`src/source/pass_pkg.sv`:
```
package pass_pkg;

    typedef logic        [7:0]  pixel_t;     // unsigned ifmap pixel
    typedef logic signed [7:0]  weight_t;    // signed kernel tap
    typedef logic signed [19:0] psum_t;      // room for KERNEL taps of 8x9 bit products
    typedef logic        [5:0]  row_idx_t;

    // pass sequence, order follows the controller walk
    typedef enum logic [2:0] {
        PASS_IDLE,
        INIT_WEIGHT,
        FIFO_PRELOAD,
        PREHEAT,
        NORMAL_LOOP,
        PASS_DONE
    } pass_phase_t;

    // bit 0 grants GLB reads, bit 1 lets partial sums out
    typedef enum logic [1:0] {
        ARB_OFF    = 2'b00,
        ARB_READ   = 2'b01,
        ARB_WRITE  = 2'b10,
        ARB_NORMAL = 2'b11
    } arb_mode_t;

    typedef struct packed {
        pixel_t pixel;
        logic   last_in_row;    // set on the final pixel of a GLB row
    } fifo_beat_t;

    typedef struct packed {
        row_idx_t   row;
        logic [5:0] col;        // window start column
        psum_t      sum;
    } psum_beat_t;

endpackage

```
`src/source/pass_controller.sv`:
```
`timescale 1ns/1ps

module pass_controller import pass_pkg::*; (
    input  logic        clk,
    input  logic        rst_n,
    input  logic        pass_start,
    input  row_idx_t    num_rows,
    input  logic        weight_done,
    input  logic        fifo_full,
    input  logic        preheat_done,
    input  logic        row_done,
    output logic        weight_load_state,
    output logic        fifo_preload_state,
    output logic        preheat_state,
    output logic        normal_loop_state,
    output arb_mode_t   arb_mode,
    output pass_phase_t phase,
    output logic        pass_done
);

    pass_phase_t state;
    pass_phase_t state_nxt;
    row_idx_t    rows_total;     // num_rows as seen at start
    row_idx_t    rows_done;
    logic        last_row;

    assign last_row = (row_idx_t'(rows_done + 1'b1) == rows_total);

    always_ff @(posedge clk or negedge rst_n) begin
        if (!rst_n) begin
            state <= PASS_IDLE;
        end else begin
            state <= state_nxt;
        end
    end

    always_ff @(posedge clk or negedge rst_n) begin
        if (!rst_n) begin
            rows_total <= '0;
            rows_done  <= '0;
        end else if (state == PASS_IDLE && pass_start) begin
            rows_total <= num_rows;
            rows_done  <= '0;
        end else if (row_done) begin
            rows_done <= rows_done + 1'b1;
        end
    end

    always_comb begin
        state_nxt = state;
        case (state)
            PASS_IDLE:    if (pass_start)   state_nxt = INIT_WEIGHT;
            INIT_WEIGHT:  if (weight_done)  state_nxt = FIFO_PRELOAD;
            FIFO_PRELOAD: if (fifo_full)    state_nxt = PREHEAT;
            PREHEAT:      if (preheat_done) state_nxt = NORMAL_LOOP;
            NORMAL_LOOP: begin
                if (row_done) begin
                    state_nxt = last_row ? PASS_DONE : FIFO_PRELOAD;
                end
            end
            PASS_DONE:    state_nxt = PASS_IDLE;    // single cycle
            default:      state_nxt = PASS_IDLE;
        endcase
    end

    // GLB arbiter grant per phase
    always_comb begin
        case (state)
            FIFO_PRELOAD: arb_mode = ARB_READ;
            PREHEAT:      arb_mode = ARB_READ;
            NORMAL_LOOP:  arb_mode = ARB_NORMAL;
            default:      arb_mode = ARB_OFF;    // idle, weight load, done
        endcase
    end

    assign weight_load_state  = (state == INIT_WEIGHT);
    assign fifo_preload_state = (state == FIFO_PRELOAD);
    assign preheat_state      = (state == PREHEAT);
    assign normal_loop_state  = (state == NORMAL_LOOP);
    assign pass_done          = (state == PASS_DONE);
    assign phase              = state;

    // the conv unit must close a row only inside the loop
    row_done_in_loop: assert property (
        @(posedge clk) disable iff (!rst_n) row_done |-> normal_loop_state
    ) else $error("row_done outside NORMAL_LOOP");

endmodule

```
`src/source/glb_reader.sv`:
```
`timescale 1ns/1ps

module glb_reader import pass_pkg::*; #(
    parameter int ROW_LEN  = 16,
    parameter int MAX_ROWS = 8
) (
    input  logic                                  clk,
    input  logic                                  rst_n,
    input  logic                                  glb_wr_en,
    input  logic [$clog2(MAX_ROWS*ROW_LEN)-1:0]   glb_wr_addr,
    input  pixel_t                                glb_wr_data,
    input  arb_mode_t                             arb_mode,
    input  logic                                  fifo_full,
    output logic                                  push,
    output fifo_beat_t                            push_beat
);

    localparam int GLB_SIZE = MAX_ROWS * ROW_LEN;
    localparam int AW       = $clog2(GLB_SIZE);
    localparam int CW       = $clog2(ROW_LEN);

    pixel_t        glb_mem [GLB_SIZE];    // row-major pixel store
    logic [AW-1:0] rd_ptr;
    logic [CW-1:0] rd_col;
    logic          row_hold;              // row finished, wait for its loop to close
    logic          arb_wr_q;
    logic          row_end;
    logic          rd_grant;

    assign row_end  = (rd_col == CW'(ROW_LEN - 1));
    // one read in flight at a time so full never lags a push
    assign rd_grant = arb_mode[0] && !fifo_full && !push && !row_hold;

    always_ff @(posedge clk) begin
        if (glb_wr_en) begin
            glb_mem[glb_wr_addr] <= glb_wr_data;
        end
    end

    always_ff @(posedge clk) begin
        if (rd_grant) begin
            push_beat.pixel       <= glb_mem[rd_ptr];
            push_beat.last_in_row <= row_end;
        end
    end

    always_ff @(posedge clk or negedge rst_n) begin
        if (!rst_n) begin
            rd_ptr   <= '0;
            rd_col   <= '0;
            row_hold <= 1'b0;
            push     <= 1'b0;
            arb_wr_q <= 1'b0;
        end else begin
            push     <= rd_grant;
            arb_wr_q <= arb_mode[1];
            if (arb_mode == ARB_OFF) begin
                rd_ptr   <= '0;    // every pass starts at row 0
                rd_col   <= '0;
                row_hold <= 1'b0;
            end else if (rd_grant) begin
                rd_ptr   <= (rd_ptr == AW'(GLB_SIZE - 1)) ? '0 : rd_ptr + 1'b1;
                rd_col   <= row_end ? '0 : rd_col + 1'b1;
                row_hold <= row_end;
            end else if (arb_wr_q && !arb_mode[1]) begin
                row_hold <= 1'b0;  // loop closed, next row preload
            end
        end
    end

    host_write_when_off: assert property (
        @(posedge clk) disable iff (!rst_n) glb_wr_en |-> (arb_mode == ARB_OFF)
    ) else $error("host GLB write while arbiter is active");

endmodule

```
`src/source/ifmap_fifo.sv`:
```
`timescale 1ns/1ps

module ifmap_fifo import pass_pkg::*; #(
    parameter int FIFO_DEPTH = 8
) (
    input  logic       clk,
    input  logic       rst_n,
    input  logic       push,
    input  fifo_beat_t push_beat,
    input  logic       pop,
    output fifo_beat_t pop_beat,
    output logic       full,
    output logic       empty
);

    localparam int PW = $clog2(FIFO_DEPTH);
    localparam int CW = $clog2(FIFO_DEPTH + 1);

    fifo_beat_t    mem [FIFO_DEPTH];
    logic [PW-1:0] wr_ptr;
    logic [PW-1:0] rd_ptr;
    logic [CW-1:0] count;

    assign full     = (count == CW'(FIFO_DEPTH));
    assign empty    = (count == '0);
    assign pop_beat = mem[rd_ptr];    // head is readable in the pop cycle

    always_ff @(posedge clk) begin
        if (push) begin
            mem[wr_ptr] <= push_beat;
        end
    end

    always_ff @(posedge clk or negedge rst_n) begin
        if (!rst_n) begin
            wr_ptr <= '0;
            rd_ptr <= '0;
            count  <= '0;
        end else begin
            if (push) begin
                wr_ptr <= (wr_ptr == PW'(FIFO_DEPTH - 1)) ? '0 : wr_ptr + 1'b1;
            end
            if (pop) begin
                rd_ptr <= (rd_ptr == PW'(FIFO_DEPTH - 1)) ? '0 : rd_ptr + 1'b1;
            end
            case ({push, pop})
                2'b10:   count <= count + 1'b1;
                2'b01:   count <= count - 1'b1;
                default: count <= count;    // both or neither
            endcase
        end
    end

    // reader and conv unit must honour the flags
    no_push_when_full: assert property (
        @(posedge clk) disable iff (!rst_n) push |-> !full
    ) else $error("ifmap FIFO overflow");

    no_pop_when_empty: assert property (
        @(posedge clk) disable iff (!rst_n) pop |-> !empty
    ) else $error("ifmap FIFO underflow");

endmodule

```
`src/source/row_conv.sv`:
```
`timescale 1ns/1ps

// KERNEL of 2 or more, the window keeps KERNEL-1 past pixels
module row_conv import pass_pkg::*; #(
    parameter int KERNEL = 3
) (
    input  logic       clk,
    input  logic       rst_n,
    input  logic       weight_load_state,
    input  logic       preheat_state,
    input  logic       normal_loop_state,
    input  arb_mode_t  arb_mode,
    input  logic       weight_valid,
    input  weight_t    weight_data,
    input  logic       fifo_empty,
    output logic       pop,
    input  fifo_beat_t pop_beat,
    output logic       weight_done,
    output logic       preheat_done,
    output logic       row_done,
    output logic       psum_valid,
    output psum_beat_t psum_out
);

    typedef enum logic [1:0] {
        CV_CAPTURE,
        CV_HOLD,
        CV_PREHEAT,
        CV_RUN
    } conv_state_t;

    localparam int CW = $clog2(KERNEL + 1);

    conv_state_t   cv_state;
    weight_t       weights [KERNEL];
    pixel_t        win     [KERNEL-1];    // win[0] is the oldest pixel
    pixel_t        taps    [KERNEL];
    logic [CW-1:0] wt_cnt;
    logic [CW-1:0] pre_cnt;
    row_idx_t      row_cnt;
    logic [5:0]    col_cnt;
    logic          wt_take;
    logic          pre_pop;
    logic          run_pop;
    psum_t         dot;

    assign wt_take      = (cv_state == CV_CAPTURE) && weight_load_state && weight_valid;
    assign pre_pop      = (cv_state == CV_PREHEAT) && !fifo_empty;
    assign run_pop      = (cv_state == CV_RUN) && normal_loop_state && arb_mode[1] && !fifo_empty;
    assign pop          = pre_pop || run_pop;
    assign weight_done  = wt_take && (wt_cnt == CW'(KERNEL - 1));
    assign preheat_done = pre_pop && (pre_cnt == CW'(KERNEL - 2));

    // full window: stored history plus the pixel being popped
    always_comb begin
        for (int k = 0; k < KERNEL - 1; k++) begin
            taps[k] = win[k];
        end
        taps[KERNEL-1] = pop_beat.pixel;
    end

    always_comb begin
        logic signed [16:0] prod;
        dot = '0;
        for (int k = 0; k < KERNEL; k++) begin
            prod = weights[k] * $signed({1'b0, taps[k]});
            dot  = dot + psum_t'(prod);
        end
    end

    always_ff @(posedge clk) begin
        if (wt_take) begin
            weights[wt_cnt] <= weight_data;    // k-th strobe is tap k
        end
        if (pop) begin
            for (int k = 0; k < KERNEL - 1; k++) begin
                win[k] <= taps[k+1];
            end
        end
        if (run_pop) begin
            psum_out.row <= row_cnt;
            psum_out.col <= col_cnt;
            psum_out.sum <= dot;
        end
    end

    always_ff @(posedge clk or negedge rst_n) begin
        if (!rst_n) begin
            cv_state   <= CV_CAPTURE;
            wt_cnt     <= '0;
            pre_cnt    <= '0;
            row_cnt    <= '0;
            col_cnt    <= '0;
            row_done   <= 1'b0;
            psum_valid <= 1'b0;
        end else begin
            row_done   <= 1'b0;
            psum_valid <= run_pop;
            case (cv_state)
                CV_CAPTURE: begin
                    if (weight_done) begin
                        wt_cnt   <= '0;
                        cv_state <= CV_HOLD;
                    end else if (wt_take) begin
                        wt_cnt <= wt_cnt + 1'b1;
                    end
                end
                CV_HOLD: begin
                    if (arb_mode == ARB_OFF) begin
                        row_cnt  <= '0;          // pass over, rearm for weights
                        cv_state <= CV_CAPTURE;
                    end else if (preheat_state) begin
                        cv_state <= CV_PREHEAT;
                    end
                end
                CV_PREHEAT: begin
                    if (preheat_done) begin
                        pre_cnt  <= '0;
                        cv_state <= CV_RUN;
                    end else if (pre_pop) begin
                        pre_cnt <= pre_cnt + 1'b1;
                    end
                end
                CV_RUN: begin
                    if (run_pop) begin
                        col_cnt <= col_cnt + 1'b1;
                        if (pop_beat.last_in_row) begin
                            col_cnt  <= '0;
                            row_cnt  <= row_cnt + 1'b1;
                            row_done <= 1'b1;    // lands with the last psum
                            cv_state <= CV_HOLD;
                        end
                    end
                end
                default: cv_state <= CV_CAPTURE;
            endcase
        end
    end

endmodule

```
`src/source/pass_engine.sv`:
```
`timescale 1ns/1ps

// needs FIFO_DEPTH <= ROW_LEN and KERNEL <= FIFO_DEPTH
module pass_engine import pass_pkg::*; #(
    parameter int ROW_LEN    = 16,
    parameter int KERNEL     = 3,
    parameter int MAX_ROWS   = 8,
    parameter int FIFO_DEPTH = 8
) (
    input  logic                                clk,
    input  logic                                rst_n,
    input  logic                                glb_wr_en,
    input  logic [$clog2(MAX_ROWS*ROW_LEN)-1:0] glb_wr_addr,
    input  pixel_t                              glb_wr_data,
    input  logic                                pass_start,
    input  row_idx_t                            num_rows,
    output logic                                pass_done,
    input  logic                                weight_valid,
    input  weight_t                             weight_data,
    output logic                                psum_valid,
    output psum_beat_t                          psum_out,
    output pass_phase_t                         phase
);

    logic       weight_load_state;
    logic       preheat_state;
    logic       normal_loop_state;
    arb_mode_t  arb_mode;
    logic       fifo_full;
    logic       fifo_empty;
    logic       weight_done;
    logic       preheat_done;
    logic       row_done;
    logic       push;
    logic       pop;
    fifo_beat_t push_beat;
    fifo_beat_t pop_beat;

    pass_controller ctrl_inst (
        .clk                (clk),
        .rst_n              (rst_n),
        .pass_start         (pass_start),
        .num_rows           (num_rows),
        .weight_done        (weight_done),
        .fifo_full          (fifo_full),
        .preheat_done       (preheat_done),
        .row_done           (row_done),
        .weight_load_state  (weight_load_state),
        .fifo_preload_state (),                   // preload shows on phase
        .preheat_state      (preheat_state),
        .normal_loop_state  (normal_loop_state),
        .arb_mode           (arb_mode),
        .phase              (phase),
        .pass_done          (pass_done)
    );

    glb_reader #(.ROW_LEN(ROW_LEN), .MAX_ROWS(MAX_ROWS)) reader_inst (
        .clk         (clk),
        .rst_n       (rst_n),
        .glb_wr_en   (glb_wr_en),
        .glb_wr_addr (glb_wr_addr),
        .glb_wr_data (glb_wr_data),
        .arb_mode    (arb_mode),
        .fifo_full   (fifo_full),
        .push        (push),
        .push_beat   (push_beat)
    );

    ifmap_fifo #(.FIFO_DEPTH(FIFO_DEPTH)) fifo_inst (
        .clk       (clk),
        .rst_n     (rst_n),
        .push      (push),
        .push_beat (push_beat),
        .pop       (pop),
        .pop_beat  (pop_beat),
        .full      (fifo_full),
        .empty     (fifo_empty)
    );

    row_conv #(.KERNEL(KERNEL)) conv_inst (
        .clk               (clk),
        .rst_n             (rst_n),
        .weight_load_state (weight_load_state),
        .preheat_state     (preheat_state),
        .normal_loop_state (normal_loop_state),
        .arb_mode          (arb_mode),
        .weight_valid      (weight_valid),
        .weight_data       (weight_data),
        .fifo_empty        (fifo_empty),
        .pop               (pop),
        .pop_beat          (pop_beat),
        .weight_done       (weight_done),
        .preheat_done      (preheat_done),
        .row_done          (row_done),
        .psum_valid        (psum_valid),
        .psum_out          (psum_out)
    );

endmodule

```
`config.mk`:
```
export PLATFORM = sky130hd
export DESIGN_NAME = pass_engine
export DESIGN_NICKNAME = d
export VERILOG_FILES = /design/src/source/pass_pkg.sv /design/src/source/pass_controller.sv /design/src/source/glb_reader.sv /design/src/source/ifmap_fifo.sv /design/src/source/row_conv.sv /design/src/source/pass_engine.sv
export SDC_FILE = /design/constraint.sdc
export NUM_CORES = 2
export LEC_CHECK = 0
export BUFFER_PORTS_ARGS = -buffer_cell sky130_fd_sc_hd__buf_2
export CORE_MARGIN = 5
export CORE_UTILIZATION = 65
export CTS_BUF_LIST = sky130_fd_sc_hd__clkbuf_2
export CTS_CLUSTER_SIZE = 24
export DETAILED_ROUTE_END_ITERATION = 8
export PLACE_DENSITY = 0.82
export REMOVE_ABC_BUFFERS = 1
export SKIP_CTS_REPAIR_TIMING = 1
export SYNTH_ARGS = -nofsm -noshare
export SYNTH_HDL_FRONTEND = slang
export SYNTH_SLANG_ARGS = --single-unit
```
`constraint.sdc`:
```
create_clock -name clk -period 17.37 [get_ports clk]
set_input_delay 3.474 -clock clk [delete_from_list [all_inputs] [get_ports clk]]
set_output_delay 3.474 -clock clk [all_outputs]
set_load 0.05 [all_outputs]
```
==> summary.txt <==
Run status
  • Status: completed

Worst setup path
  • CP Max Fanout: 21
  • CP max stage cell: dfrtp_1
  • Startpoint types: flop
  • R2r worst-path depth: 22
  • Worst EP required: 18550 ps
  • Crit path DAT: 9510 ps
  • Cell mode on critical path: fa_1
  • Crit Reg-Reg Startpoint: fifo_inst.rd_ptr[0]
  • CP Class: reg2reg
  • R2R Setup Slk: 9050 ps
  • Crit path largest cell delay: 1130 ps
  • Critical-path cell list: mux4_2 > mux2i_1 > inv_1 > nand2_1 > fa_1 > fa_1 > inv_1 > fa_1 > fa_1 > fa_1 > fa_1 > inv_1 > fa_1 > inv_1 > ha_1 > a21o_1 > a21o_1 > nand2_1 > a21boi_0 > a311oi_1 > mux2i_1 > o2111ai_1
  • Crit end category: flop
  • R2r endpoint: conv_inst.psum_out[16]

Placed design
  • Area post-placement: 56800 um^2
  • Port buffer count: 70
  • Dpl hpwl: 76.6 mm
  • Gpl congestion: 0.908
  • Minimum setup slack after placement: 8950 ps

Route
  • Final ANT Viol Nets: 0
  • Wire length per cell: 25.1 um
  • Routed WL: 122 mm
  • Starting DRT DRC Count: 3155
  • Residual DRC count: 0
  • Via density: 6.23
  • Via count: 30.1k
  • DR pass1 iterations: 8

Synth
  • Synth cell types: 66
  • Post-synthesis sequential area ratio: 66.5%
  • Synthesized cell area: 55300 um^2
  • Yosys reg bits: 1235
  • EDFF count, synth: 1176
  • Predominant post-synthesis flop cell: edfxtp_1
  • Mapped Cells: 3198
  • FFs w/ async S/R, synth: 4.78%
  • Ys Warns: 0
  • Post-synthesis area per instance: 17.3 um^2

Clock tree
  • Clock buffer depth: 4
  • Cts bufs inserted: 312
  • Root Buffer Master: clkbuf_2
  • CTS tree: done
  • Reg clk slew, reported paths: 110 ps
  • Htree depth: 5
  • Clk_lat worst skew: 1530 ps
  • CTS Sinks: 1235

STA
  • Setup violation total in the final timing report: 0
  • Sum Neg Setup Slack: 0 ps
  • Fmax: 120 MHz
  • RSZ-0062 raised after global routing: false
  • Final Hold Vio Count: 0
  • Slew headroom: 12.1%
  • Max Clock Skew: 233 ps
  • Final worst path period need: 8320 ps
  • Setup ws final: 9050 ps
  • Slew Viols, Final: 0
  • Final Cycle Share: 47.9%
  • Worst Tran Pin Value: 1310 ps

GRT
  • First-pass GRT wire length: 186 mm
  • Vias in the first global route: 32.0k
  • Grt total ovfl: 0
  • Initial antenna violation count: 3
  • All-Layer GR Usage: 27.5%
  • Largest net degree at the start of global routing: 111

Power and ir drop
  • Leakage dissipation: 20.9 nW
  • Peak supply drop: 0.0669 mV
  • PwrDens: 87.6 nW/um^2

Floorplanning
  • Die Area: 91000 um^2
  • Die H: 302 um
  • # IOs: 71
  • Placeable Area: 84700 um^2
  • Starting Density: 65.2%
  • Row count: 107
  • Die width: 302 um

Worst hold path
  • Worst hold path class: reg2reg
  • Hold Crit Depth: 1
  • Hold worst-path end: conv_inst.pre_cnt[0]
  • HP Start: conv_inst.pre_cnt[0]

Cells and area
  • Multi-input logic area: 16900 um^2
  • Final Net Count: 3818
  • Post-route cell area: 59400 um^2
  • Filler instances: 5265
  • Storage element area: 36800 um^2
  • Share of layout cells above drive strength 1: 23.6%
  • Synthesis-to-layout area growth: 7.44%

Job
  • MaxCap Viol Count: 0
kinds of logic (layout without fill, tap and decap cells):
family                   Yosys count  in the layout  share of synthesized area [%]
XOR/XNOR                          38             38                          0.602
flip-flops                      1235           1235                           66.5
multiplexers                     366            366                           12.7
AND/OR/NAND/NOR                  634            634                           5.42
buffers and inverters            390            886                           3.00
AO/OA/AOI/OAI                    241            241                           2.82
adder cells (fa/ha/maj)          294            294                           8.92
other                              0              1                              0
registers in the layout, summed over array words and instances (netlist names), 6 cells and up:
name                   cells
conv_inst.col_cnt          6
reader_inst.rd_ptr         7
reader_inst.glb_mem     1024
conv_inst.row_cnt          6
reader_inst.push_beat      9
conv_inst.win             16
ctrl_inst.rows_done        6
ctrl_inst.rows_total       6
conv_inst.weights         24
fifo_inst.mem             72
conv_inst.psum_out        31
cell usage after synthesis, drive strengths merged (3+ instances only):
| cell type | instances | area share [%] |
|---|---|---|
| mux2i | 71 | 1.3 |
| fa | 167 | 6.0 |
| a211oi | 27 | 0.37 |
| a2111oi | 3 | 0.048 |
| and3 | 14 | 0.16 |
| clkinv | 3 | 0.020 |
| edfxtp | 1176 | 64 |
| a21boi | 3 | 0.041 |
| nor3b | 4 | 0.063 |
| mux4 | 265 | 11 |
| nor2b | 59 | 0.67 |
| nor4 | 5 | 0.057 |
| ha | 127 | 2.9 |
| a22oi | 9 | 0.12 |
| or2 | 5 | 0.057 |
| a31oi | 31 | 0.35 |
| dfrtp | 59 | 2.7 |
| a32oi | 3 | 0.048 |
| nand2 | 186 | 1.3 |
| buf | 66 | 0.80 |
| nor3 | 17 | 0.15 |
| inv | 263 | 1.8 |
| o211ai | 3 | 0.041 |
| o41a | 3 | 0.061 |
| clkbuf | 58 | 0.39 |
| nand2b | 13 | 0.15 |
| nand4 | 10 | 0.11 |
| or3 | 3 | 0.034 |
| a21oi | 51 | 0.47 |
| a21o | 8 | 0.11 |
| xnor2 | 18 | 0.29 |
| o22ai | 24 | 0.27 |
| mux2 | 30 | 0.61 |
| nand3 | 20 | 0.18 |
| o31ai | 3 | 0.041 |
| o21ai | 45 | 0.41 |
| and2 | 94 | 1.1 |
| nor2 | 195 | 1.3 |
| xor2 | 20 | 0.32 |
| a311oi | 7 | 0.11 |
| a311o | 6 | 0.11 |
power breakdown:
group	switching (mW)	internal, mW
Combinational	0.0643	0.0122
Clock	1.12	0.743
Sequential	0.00406	3.26
Total	1.19	4.02
routing by layer:
layer | GRT usage [%] | vias to the layer above | part of all wire (%)
met2 | 45.7 | 1796 | 51
met5 | 0 | - | 0.022
li1 | - | 12900 | -
met4 | 10.9 | 4 | 3.6
met1 | 35.7 | 15200 | 36
met3 | 6.48 | 293 | 9.9
layout by cell type, fill, tap and decap left out, types with 65 or more instances in the layout:
| master | n |
|---|---|
| nand2_1 | 186 |
| nor2_1 | 195 |
| ha_1 | 127 |
| clkinv_1 | 65 |
| mux4_2 | 265 |
| mux2i_1 | 71 |
| fa_1 | 167 |
| and2_1 | 94 |
| clkbuf_2 | 435 |
| edfxtp_1 | 1176 |
| inv_1 | 263 |
how the worst max path moves through the flow:
stage                                from                       end  slack (ps)  depth (start not counted)
CTS                   fifo_inst.rd_ptr[0]    conv_inst.psum_out[16]        8990                         22
global route          fifo_inst.rd_ptr[0]    conv_inst.psum_out[16]        8420                         22
floorplan           reader_inst.rd_ptr[0]  reader_inst.push_beat[7]        5230                          7
global placement      fifo_inst.rd_ptr[0]    conv_inst.psum_out[16]        9220                         22
finish                fifo_inst.rd_ptr[0]    conv_inst.psum_out[16]        9050                         22
detailed placement    fifo_inst.rd_ptr[0]    conv_inst.psum_out[16]        8950                         22
layout make-up:
cell class,instances,share of cell area [%]
antenna,1,0.00421
clock buffer,435,3.67
clock inverter,83,0.773
inverter,266,1.69
multi-input combinational,1573,28.4
sequential,1235,62.0
tap,1144,2.41
timing repair buffer,102,1.09
critical path, delay by kind of cell (launching register included):
family	cells	cell delay [ps]
adders and majority gates	8	3710
and+or+nand+nor	2	240
DFF	1	1130
AOI/OAI and AO/OA	5	1270
muxes	3	1420
buffers and inverters	4	330
metrics by stage:
stage / std cells / hold WS, ps / utilization [%] / total power, mW
5_1_grt: 4839 / 491 / 70.1 / 5.41
3_5_place_dp: 4320 / 459 / 67.0 / 3.41
6_report: 4839 / 475 / 70.1 / 5.21
4_1_cts: 4838 / 475 / 70.1 / 5.24
2_1_floorplan: 3074 / 441 / - / 3.35
3_3_place_gp: 4320 / 455 / 67.0 / 3.40
Note: power is estimated with default switching activity, not from simulation.
